--- src/vec_pkg.sv ---
package vec_pkg;

    // vector geometry
    localparam int vector_len = 4;
    localparam int cell_width = 8;

    // elements handled per cycle, must divide vector_len
    localparam int tiling = 2;

    localparam int vec_width = vector_len * cell_width;

    // element counter inside the units
    localparam int count_width = (vector_len > 1) ? $clog2(vector_len) : 1;

    // opcodes, also used as unit tags in the order queue
    localparam logic op_add = 1'b0;
    localparam logic op_mul = 1'b1;

    // order queue
    localparam int order_depth = 4;
    localparam int ptr_width = (order_depth > 1) ? $clog2(order_depth) : 1;
    localparam int fill_width = $clog2(order_depth + 1);

endpackage

--- src/op_dispatch.sv ---
`timescale 1ns/1ps

module op_dispatch
    import vec_pkg::*;
(
    input  logic                 req_op,
    input  logic [vec_width-1:0] req_a,
    input  logic [vec_width-1:0] req_b,
    input  logic                 req_valid,
    output logic                 req_ready,

    output logic [vec_width-1:0] add_a,
    output logic [vec_width-1:0] add_b,
    output logic                 add_valid,
    input  logic                 add_ready,

    output logic [vec_width-1:0] mul_a,
    output logic [vec_width-1:0] mul_b,
    output logic                 mul_valid,
    input  logic                 mul_ready,

    output logic                 push,
    output logic                 push_tag,
    input  logic                 full
);

    logic sel_mul;
    logic unit_ready;
    logic accept;

    assign sel_mul    = (req_op == op_mul);
    assign unit_ready = sel_mul ? mul_ready : add_ready;

    // a full order queue holds the request back
    assign req_ready = unit_ready && !full;
    assign accept    = req_valid && req_ready;

    // valid goes to the selected unit only, never to both
    assign add_valid = req_valid && !sel_mul && !full;
    assign mul_valid = req_valid && sel_mul && !full;

    // operands fan out to both units
    assign add_a = req_a;
    assign add_b = req_b;
    assign mul_a = req_a;
    assign mul_b = req_b;

    // remember which unit answers this request
    assign push     = accept;
    assign push_tag = req_op;

endmodule

--- src/order_fifo.sv ---
`timescale 1ns/1ps

module order_fifo
    import vec_pkg::*;
(
    input  logic clk,
    input  logic rst,
    input  logic push,
    input  logic push_tag,
    input  logic pop,
    output logic head_tag,
    output logic empty,
    output logic full
);

    logic                  tags [order_depth];
    logic [ptr_width-1:0]  wr_ptr;
    logic [ptr_width-1:0]  rd_ptr;
    logic [fill_width-1:0] count;
    logic                  do_push;
    logic                  do_pop;

    assign do_push = push && !full;
    assign do_pop  = pop && !empty;

    always_ff @(posedge clk) begin
        if (rst) begin
            wr_ptr <= '0;
            rd_ptr <= '0;
            count  <= '0;
        end else begin
            if (do_push) begin
                wr_ptr <= wr_ptr + 1'b1;
            end
            if (do_pop) begin
                rd_ptr <= rd_ptr + 1'b1;
            end
            // push and pop together leave the count alone
            case ({do_push, do_pop})
                2'b10:   count <= count + 1'b1;
                2'b01:   count <= count - 1'b1;
                default: count <= count;
            endcase
        end
    end

    always_ff @(posedge clk) begin
        if (do_push) begin
            tags[wr_ptr] <= push_tag;
        end
    end

    assign head_tag = tags[rd_ptr];
    assign empty    = (count == 0);
    assign full     = (count == order_depth);

endmodule

--- src/result_merge.sv ---
`timescale 1ns/1ps

module result_merge
    import vec_pkg::*;
(
    input  logic                 head_tag,
    input  logic                 empty,
    output logic                 pop,

    input  logic [vec_width-1:0] add_result,
    input  logic                 add_error,
    input  logic                 add_res_valid,
    output logic                 add_res_ready,

    input  logic [vec_width-1:0] mul_result,
    input  logic                 mul_error,
    input  logic                 mul_res_valid,
    output logic                 mul_res_ready,

    output logic [vec_width-1:0] res_data,
    output logic                 res_error,
    output logic                 res_valid,
    input  logic                 res_ready
);

    logic head_mul;
    logic head_valid;

    assign head_mul   = (head_tag == op_mul);
    assign head_valid = head_mul ? mul_res_valid : add_res_valid;

    // only the unit at the queue head is visible on the output
    assign res_valid = !empty && head_valid;
    assign res_data  = head_mul ? mul_result : add_result;
    assign res_error = head_mul ? mul_error : add_error;

    // ready goes back to the head unit alone
    assign add_res_ready = !empty && !head_mul && res_ready;
    assign mul_res_ready = !empty && head_mul && res_ready;

    // finished output transfer retires the head tag
    assign pop = res_valid && res_ready;

endmodule

--- src/vec_engine.sv ---
`timescale 1ns/1ps

module vec_engine
    import vec_pkg::*;
(
    input  logic                 clk,
    input  logic                 rst,
    input  logic                 req_op,
    input  logic [vec_width-1:0] req_a,
    input  logic [vec_width-1:0] req_b,
    input  logic                 req_valid,
    output logic                 req_ready,
    output logic [vec_width-1:0] res_data,
    output logic                 res_error,
    output logic                 res_valid,
    input  logic                 res_ready
);

    logic [vec_width-1:0] add_a;
    logic [vec_width-1:0] add_b;
    logic                 add_valid;
    logic                 add_ready;
    logic [vec_width-1:0] mul_a;
    logic [vec_width-1:0] mul_b;
    logic                 mul_valid;
    logic                 mul_ready;

    logic [vec_width-1:0] add_result;
    logic                 add_error;
    logic                 add_res_valid;
    logic                 add_res_ready;
    logic [vec_width-1:0] mul_result;
    logic                 mul_error;
    logic                 mul_res_valid;
    logic                 mul_res_ready;

    logic                 push;
    logic                 push_tag;
    logic                 full;
    logic                 pop;
    logic                 head_tag;
    logic                 empty;

    op_dispatch u_dispatch (
        .req_op    (req_op),
        .req_a     (req_a),
        .req_b     (req_b),
        .req_valid (req_valid),
        .req_ready (req_ready),
        .add_a     (add_a),
        .add_b     (add_b),
        .add_valid (add_valid),
        .add_ready (add_ready),
        .mul_a     (mul_a),
        .mul_b     (mul_b),
        .mul_valid (mul_valid),
        .mul_ready (mul_ready),
        .push      (push),
        .push_tag  (push_tag),
        .full      (full)
    );

    vector_add u_add (
        .clk          (clk),
        .rst          (rst),
        .a            (add_a),
        .b            (add_b),
        .in_valid     (add_valid),
        .in_ready     (add_ready),
        .result       (add_result),
        .result_valid (add_res_valid),
        .result_ready (add_res_ready),
        .error        (add_error)
    );

    vector_mul u_mul (
        .clk          (clk),
        .rst          (rst),
        .a            (mul_a),
        .b            (mul_b),
        .in_valid     (mul_valid),
        .in_ready     (mul_ready),
        .result       (mul_result),
        .result_valid (mul_res_valid),
        .result_ready (mul_res_ready),
        .error        (mul_error)
    );

    order_fifo u_order (
        .clk      (clk),
        .rst      (rst),
        .push     (push),
        .push_tag (push_tag),
        .pop      (pop),
        .head_tag (head_tag),
        .empty    (empty),
        .full     (full)
    );

    result_merge u_merge (
        .head_tag      (head_tag),
        .empty         (empty),
        .pop           (pop),
        .add_result    (add_result),
        .add_error     (add_error),
        .add_res_valid (add_res_valid),
        .add_res_ready (add_res_ready),
        .mul_result    (mul_result),
        .mul_error     (mul_error),
        .mul_res_valid (mul_res_valid),
        .mul_res_ready (mul_res_ready),
        .res_data      (res_data),
        .res_error     (res_error),
        .res_valid     (res_valid),
        .res_ready     (res_ready)
    );

endmodule

--- src/vector_add.sv ---
`timescale 1ns/1ps

module vector_add
    import vec_pkg::*;
#(
    parameter int tiling = vec_pkg::tiling
) (
    input  logic                 clk,
    input  logic                 rst,
    input  logic [vec_width-1:0] a,
    input  logic [vec_width-1:0] b,
    input  logic                 in_valid,
    output logic                 in_ready,
    output logic [vec_width-1:0] result,
    output logic                 result_valid,
    input  logic                 result_ready,
    output logic                 error
);

    typedef enum logic [1:0] {
        idle,
        calc,
        done
    } state_t;

    state_t                 state;
    logic [vec_width-1:0]   a_q;
    logic [vec_width-1:0]   b_q;
    logic [vec_width-1:0]   result_q;
    logic                   error_q;
    logic [count_width-1:0] counter;
    logic                   last_done;

    logic [cell_width-1:0]  tile_sum [tiling];
    logic [tiling-1:0]      overflow;
    logic [tiling-1:0]      underflow;

    // one signed adder per tile element
    for (genvar i = 0; i < tiling; i++) begin : g_adder
        logic signed [cell_width-1:0] op_a;
        logic signed [cell_width-1:0] op_b;
        logic signed [cell_width:0]   full_sum;

        assign op_a = a_q[(counter + i) * cell_width +: cell_width];
        assign op_b = b_q[(counter + i) * cell_width +: cell_width];
        assign full_sum = op_a + op_b;
        assign tile_sum[i] = full_sum[cell_width-1:0];
        // carry and sign bit disagree when the sum leaves the range
        assign overflow[i] = !full_sum[cell_width] && full_sum[cell_width-1];
        assign underflow[i] = full_sum[cell_width] && !full_sum[cell_width-1];
    end

    always_ff @(posedge clk) begin
        if (rst) begin
            state     <= idle;
            counter   <= '0;
            last_done <= 1'b0;
            error_q   <= 1'b0;
        end else begin
            case (state)
                idle: begin
                    if (in_valid) begin
                        state     <= calc;
                        counter   <= '0;
                        last_done <= 1'b0;
                        error_q   <= 1'b0;
                    end
                end
                calc: begin
                    if (last_done) begin
                        state <= done;
                    end else begin
                        counter   <= counter + count_width'(tiling);
                        last_done <= (counter == vector_len - tiling);
                        error_q   <= error_q | (|(overflow | underflow));
                    end
                end
                done: begin
                    if (result_ready) begin
                        state <= idle;
                    end
                end
                default: state <= idle;
            endcase
        end
    end

    always_ff @(posedge clk) begin
        if (state == idle && in_valid) begin
            a_q <= a;
            b_q <= b;
        end
        if (state == calc && !last_done) begin
            for (int t = 0; t < tiling; t++) begin
                result_q[(counter + t) * cell_width +: cell_width] <= tile_sum[t];
            end
        end
    end

    assign in_ready     = (state == idle);
    assign result_valid = (state == done);
    assign result       = result_q;
    assign error        = error_q;

endmodule

--- src/vector_mul.sv ---
`timescale 1ns/1ps

module vector_mul
    import vec_pkg::*;
#(
    parameter int tiling = vec_pkg::tiling
) (
    input  logic                 clk,
    input  logic                 rst,
    input  logic [vec_width-1:0] a,
    input  logic [vec_width-1:0] b,
    input  logic                 in_valid,
    output logic                 in_ready,
    output logic [vec_width-1:0] result,
    output logic                 result_valid,
    input  logic                 result_ready,
    output logic                 error
);

    typedef enum logic [1:0] {
        idle,
        calc,
        done
    } state_t;

    state_t                 state;
    logic [vec_width-1:0]   a_q;
    logic [vec_width-1:0]   b_q;
    logic [vec_width-1:0]   result_q;
    logic                   error_q;
    logic [count_width-1:0] counter;
    logic                   last_done;

    logic [cell_width-1:0]  tile_prod [tiling];
    logic [tiling-1:0]      trunc_err;

    // one signed multiplier per tile element
    for (genvar i = 0; i < tiling; i++) begin : g_mult
        logic signed [cell_width-1:0]   op_a;
        logic signed [cell_width-1:0]   op_b;
        logic signed [2*cell_width-1:0] full_prod;

        assign op_a = a_q[(counter + i) * cell_width +: cell_width];
        assign op_b = b_q[(counter + i) * cell_width +: cell_width];
        assign full_prod = op_a * op_b;
        assign tile_prod[i] = full_prod[cell_width-1:0];
        // upper bits must all copy the sign of the kept part
        assign trunc_err[i] = (full_prod[2*cell_width-1:cell_width-1] !=
                               {(cell_width + 1){full_prod[cell_width-1]}});
    end

    always_ff @(posedge clk) begin
        if (rst) begin
            state     <= idle;
            counter   <= '0;
            last_done <= 1'b0;
            error_q   <= 1'b0;
        end else begin
            case (state)
                idle: begin
                    if (in_valid) begin
                        state     <= calc;
                        counter   <= '0;
                        last_done <= 1'b0;
                        error_q   <= 1'b0;
                    end
                end
                calc: begin
                    if (last_done) begin
                        state <= done;
                    end else begin
                        counter   <= counter + count_width'(tiling);
                        last_done <= (counter == vector_len - tiling);
                        error_q   <= error_q | (|trunc_err);
                    end
                end
                done: begin
                    if (result_ready) begin
                        state <= idle;
                    end
                end
                default: state <= idle;
            endcase
        end
    end

    always_ff @(posedge clk) begin
        if (state == idle && in_valid) begin
            a_q <= a;
            b_q <= b;
        end
        if (state == calc && !last_done) begin
            for (int t = 0; t < tiling; t++) begin
                result_q[(counter + t) * cell_width +: cell_width] <= tile_prod[t];
            end
        end
    end

    assign in_ready     = (state == idle);
    assign result_valid = (state == done);
    assign result       = result_q;
    assign error        = error_q;

endmodule

--- config.mk ---
export PLATFORM = sky130hd
export DESIGN_NAME = vec_engine
export DESIGN_NICKNAME = d
export VERILOG_FILES = /design/src/vec_pkg.sv /design/src/op_dispatch.sv /design/src/order_fifo.sv /design/src/result_merge.sv /design/src/vec_engine.sv /design/src/vector_add.sv /design/src/vector_mul.sv
export SDC_FILE = /design/constraint.sdc
export NUM_CORES = 1
export LEC_CHECK = 0
export BUFFER_PORTS_ARGS = -buffer_cell sky130_fd_sc_hd__buf_2
export CAP_MARGIN = 20
export CORE_UTILIZATION = 60
export CTS_BUF_LIST = sky130_fd_sc_hd__clkbuf_4
export DETAILED_ROUTE_END_ITERATION = 10
export PLACE_DENSITY = 0.79
export REMOVE_ABC_BUFFERS = 1
export SLEW_MARGIN = 20
export SYNTH_ARGS = -nofsm -noshare
export SYNTH_HDL_FRONTEND = slang
export SYNTH_SLANG_ARGS = --single-unit
export TNS_END_PERCENT = 30
--- constraint.sdc ---
create_clock -name clk -period 19 [get_ports clk]
set_clock_uncertainty 0.05 [all_clocks]
set_input_delay 0 -clock clk [delete_from_list [all_inputs] [get_ports clk]]
set_output_delay 0 -clock clk [all_outputs]
set_load 0.005 [all_outputs]
==> run summary <==
Outcome - finished clean
H-tree levels - 2
Total routing usage reported by global routing - 0.2824
Clock tree from TritonCTS - built
Met2 Routed Length - 15530 µm
Most common cell after layout, fill and taps aside - sky130_fd_sc_hd__edfxtp_1
Startpoint of the most critical register-to-register path - u_mul.counter[1]
Core Box Area - 22920 µm²
Via count of the first global-routing pass - 10280
Synth async-reset ratio - 0
Top cell type's share of synthesized area - 0.4143
Clock root buffer - sky130_fd_sc_hd__clkbuf_4
Transition time at the pin with the least slew margin - 0.9594 ns
Arrival @ worst endpoint - 7.39 ns
Yosys warning total - 0
Setup TNS - 0 ns
Average wire per cell in the routed design - 17.89 µm
Final slew viol count - 0
Area of the die - 24300 µm²
Leakage power figure - 6.972 nW
Non-filler instance count after layout - 1805
Overall via count from detail_route - 9807
Y dimension of the die - 155.9 µm
Critical register-to-register path endpoint - u_mul.error
Post-synth design cell area - 14210 µm²
Shortest clock period the worst path allows after layout - 6.868 ns
Worst rel slew slack - 0.3604
Detail Placement HPWL - 22500 µm
Inserted Clock Buffers - 55
Most frequent cells in the layout - sky130_fd_sc_hd__edfxtp_1, sky130_fd_sc_hd__inv_1, sky130_fd_sc_hd__dlygate4sd3_1, sky130_fd_sc_hd__nor2_1, sky130_fd_sc_hd__fa_1
Count of antenna-violating nets left after detailed routing - 0
Post-layout util - 0.7441
Maximum number of pins on one net before global-route repair - 68
Startpoint of the most critical hold path - req_b[12]
Final Routed Wirelength - 32290 µm
Worst setup EP type - flop
Met3 layer wire length in the routed design - 2493 µm
Detailed-routing iteration count for the pre-antenna-repair pass - 5
Horizontal die dimension - 155.9 µm
Maximum number of buffers from clock root to sink - 3
Largest cells by area after synthesis - sky130_fd_sc_hd__edfxtp_1, sky130_fd_sc_hd__fa_1, sky130_fd_sc_hd__mux2_2
Gr ovfl total - 0
Effective utilization at floorplan - 0.6199
Clock-pin slew reported for the worst setup and hold paths after clock tree synthesis - 0.07 ns
Iteration-0 DRC Markers - 534
PostCTS Resize Cnt - 0
Global-route wire length before repair - 52270 µm
Worst setup path startpoint - u_mul.counter[1]
Highest Signal Layer - met4
Min-Delay Path Class - primary input to flop
Nets - 1710
Residual DRC count - 0
Maxcap violations - 0
Peak clock frequency supported by timing - 145.6 MHz
CP Launch Type - flop
Standard-cell row count - 55
Final hold vios - 0
Met1 wire length - 13560 µm
Worst slack after detailed placement - 12.13 ns
Count of flip-flops with a built-in enable after synthesis - 196
Dominant cell type by area after synthesis - sky130_fd_sc_hd__edfxtp_1
Via-per-instance ratio - 5.433
Clock latency on the worst-skew pair - 0.69 ns
Peak ir drop on the vdd network - 0.0001050 V
Antenna violations before repair - 1
Power density over the cells - 134.2 nW/µm²
Per-instance average area after synthesis - 11.97 µm²
Synthesized instance count - 1187
Final critical-path share of the clock period - 0.3615
Layout cells sized above 1 - 0.2052
Count of cells along the worst hold path - 2
Gp weighted congestion - 0.9173
Length in cells of the worst reg-to-reg path - 17
Area growth, synth to finish - 20.03%
Seq cells post-synth - 215
Proportion of synthesized chip area in sequential cells - 0.4411
Synth cell types - 62
Worst Path Required - 19.52 ns
Worst hold endpoint - u_add.b_q[12]
Overall power after layout - 2.288 mW
TritonCTS sink count - 215
Number of failing setup endpoints in the final timing report - 0
Class of the most critical setup path - flop to flop
Maximum fanout encountered on the critical timing path - 43
Number of instances in the placed design - 1582
Most used DFF post-synth - sky130_fd_sc_hd__edfxtp_1
Total of buffers placed on input and output ports - 103
Setup slack of the most critical reg-to-reg path - 12.13 ns
Setup repair after global routing missed its margin - false
IO Pins - 104
Setup WS post-layout - 12.13 ns
-- worst max path at each step --
stage               depth (start not counted)          end  slack, ns
floorplan                                  16  u_mul.error      11.59
global placement                           17  u_mul.error      12.41
detailed placement                         17  u_mul.error      12.13
CTS                                        17  u_mul.error      12.12
global route                               17  u_mul.error      11.76
finish                                     17  u_mul.error      12.13
-- where the power goes --
part | internal, mW | total, mW | switching [mW]
registers | 0.557 | 0.568 | 0.0115
clock network | 0.214 | 0.410 | 0.196
logic | 0.568 | 1.31 | 0.742
total | 1.34 | 2.29 | 0.950
-- worst max-delay path: stages, from the launching register on --
cell	delay, ns
sky130_fd_sc_hd__dfxtp_4	0.67
sky130_fd_sc_hd__buf_4	0.56
sky130_fd_sc_hd__mux2i_1	0.66
sky130_fd_sc_hd__nor2_1	0.22
sky130_fd_sc_hd__fa_1	0.75
sky130_fd_sc_hd__inv_1	0.14
sky130_fd_sc_hd__fa_1	0.49
sky130_fd_sc_hd__fa_1	0.53
sky130_fd_sc_hd__fa_1	0.54
sky130_fd_sc_hd__inv_1	0.04
sky130_fd_sc_hd__ha_1	0.24
sky130_fd_sc_hd__or3_4	0.41
sky130_fd_sc_hd__or3_4	0.41
sky130_fd_sc_hd__a31o_1	0.24
sky130_fd_sc_hd__a21oi_2	0.15
sky130_fd_sc_hd__xnor2_1	0.11
sky130_fd_sc_hd__a2111oi_2	0.37
sky130_fd_sc_hd__a31oi_1	0.12
-- state kept, by name, summed over array words and instances, names as in the netlist, named ones only --
| name | count |
|---|---|
| u_mul.error | 1 |
| u_mul.a_q | 32 |
| u_mul.counter | 1 |
| u_mul.last_done | 1 |
| u_order.rd_ptr | 2 |
| u_add.result | 32 |
| u_add.error | 1 |
| u_add.counter | 1 |
| u_mul.b_q | 32 |
| u_mul.result | 32 |
| u_add.last_done | 1 |
| u_order.tags | 4 |
| u_add.state | 2 |
| u_add.a_q | 32 |
| u_order.wr_ptr | 2 |
| u_add.b_q | 32 |
| u_mul.state | 2 |
| u_order.count | 3 |
-- repair_timing --
action                                  4_1_cts  5_1_grt
endpoints found under the hold margin       155        0
hold buffers                                123        0
buffers inserted                              0        0
endpoints found under the setup margin        0        0
-- synthesized netlist by cell type (3+ instances only) --
master,count
sky130_fd_sc_hd__a211o_1,3
sky130_fd_sc_hd__a211oi_1,3
sky130_fd_sc_hd__a21o_1,9
sky130_fd_sc_hd__a21oi_1,26
sky130_fd_sc_hd__a31oi_1,5
sky130_fd_sc_hd__and2_1,41
sky130_fd_sc_hd__and3_1,10
sky130_fd_sc_hd__buf_1,3
sky130_fd_sc_hd__clkbuf_1,24
sky130_fd_sc_hd__dfxtp_1,19
sky130_fd_sc_hd__edfxtp_1,196
sky130_fd_sc_hd__fa_1,113
sky130_fd_sc_hd__ha_1,79
sky130_fd_sc_hd__inv_1,164
sky130_fd_sc_hd__mux2_2,89
sky130_fd_sc_hd__mux2i_1,33
sky130_fd_sc_hd__nand2_1,70
sky130_fd_sc_hd__nand2b_1,5
sky130_fd_sc_hd__nand3_1,6
sky130_fd_sc_hd__nor2_1,122
sky130_fd_sc_hd__nor2b_1,19
sky130_fd_sc_hd__nor3_1,12
sky130_fd_sc_hd__nor4_1,5
sky130_fd_sc_hd__o21a_1,8
sky130_fd_sc_hd__o21ai_0,17
sky130_fd_sc_hd__o21bai_1,4
sky130_fd_sc_hd__o41ai_1,4
sky130_fd_sc_hd__or2_2,6
sky130_fd_sc_hd__or3_1,5
sky130_fd_sc_hd__xnor2_1,35
sky130_fd_sc_hd__xor2_1,11
-- logic make-up (layout without fill, tap and decap cells) --
kind of cell,Yosys count,in the layout,share of synthesized area
mux,123,123,0.09538
other cells,0,1,0
fa+ha+maj,192,192,0.2288
simple gates,315,315,0.1056
buf+inv,192,496,0.05082
xor+xnor,46,46,0.02836
compound gates,104,104,0.04994
flops,215,215,0.4411
-- stage by stage --
stage | hold slack, ns | instance area, µm²
after CTS | 0.001050 | 17040
after global routing | 0.006029 | 17050
after detailed placement | 0.1414 | 15090
after floorplan | 0.01907 | 14100
final | 0.03535 | 17050
after global placement | 0.1400 | 15090
-- layout make-up --
class                      instances  area, µm²
multi-input combinational        780       7248
clock inverter                    16      100.1
antenna                            1      2.502
tap                              313      391.6
clock buffer                      83      623.1
inverter                         164      615.6
fill                            1536       5864
sequential                       215       6271
timing repair buffer             233       1799
-- per-layer routing --
metal	global-route usage	up-vias
li1	-	4600
met1	0.3679	4767
met2	0.4719	377
met3	0.06444	63
met4	0.08683	0
met5	0	-
(Power assumes the default switching activity.)
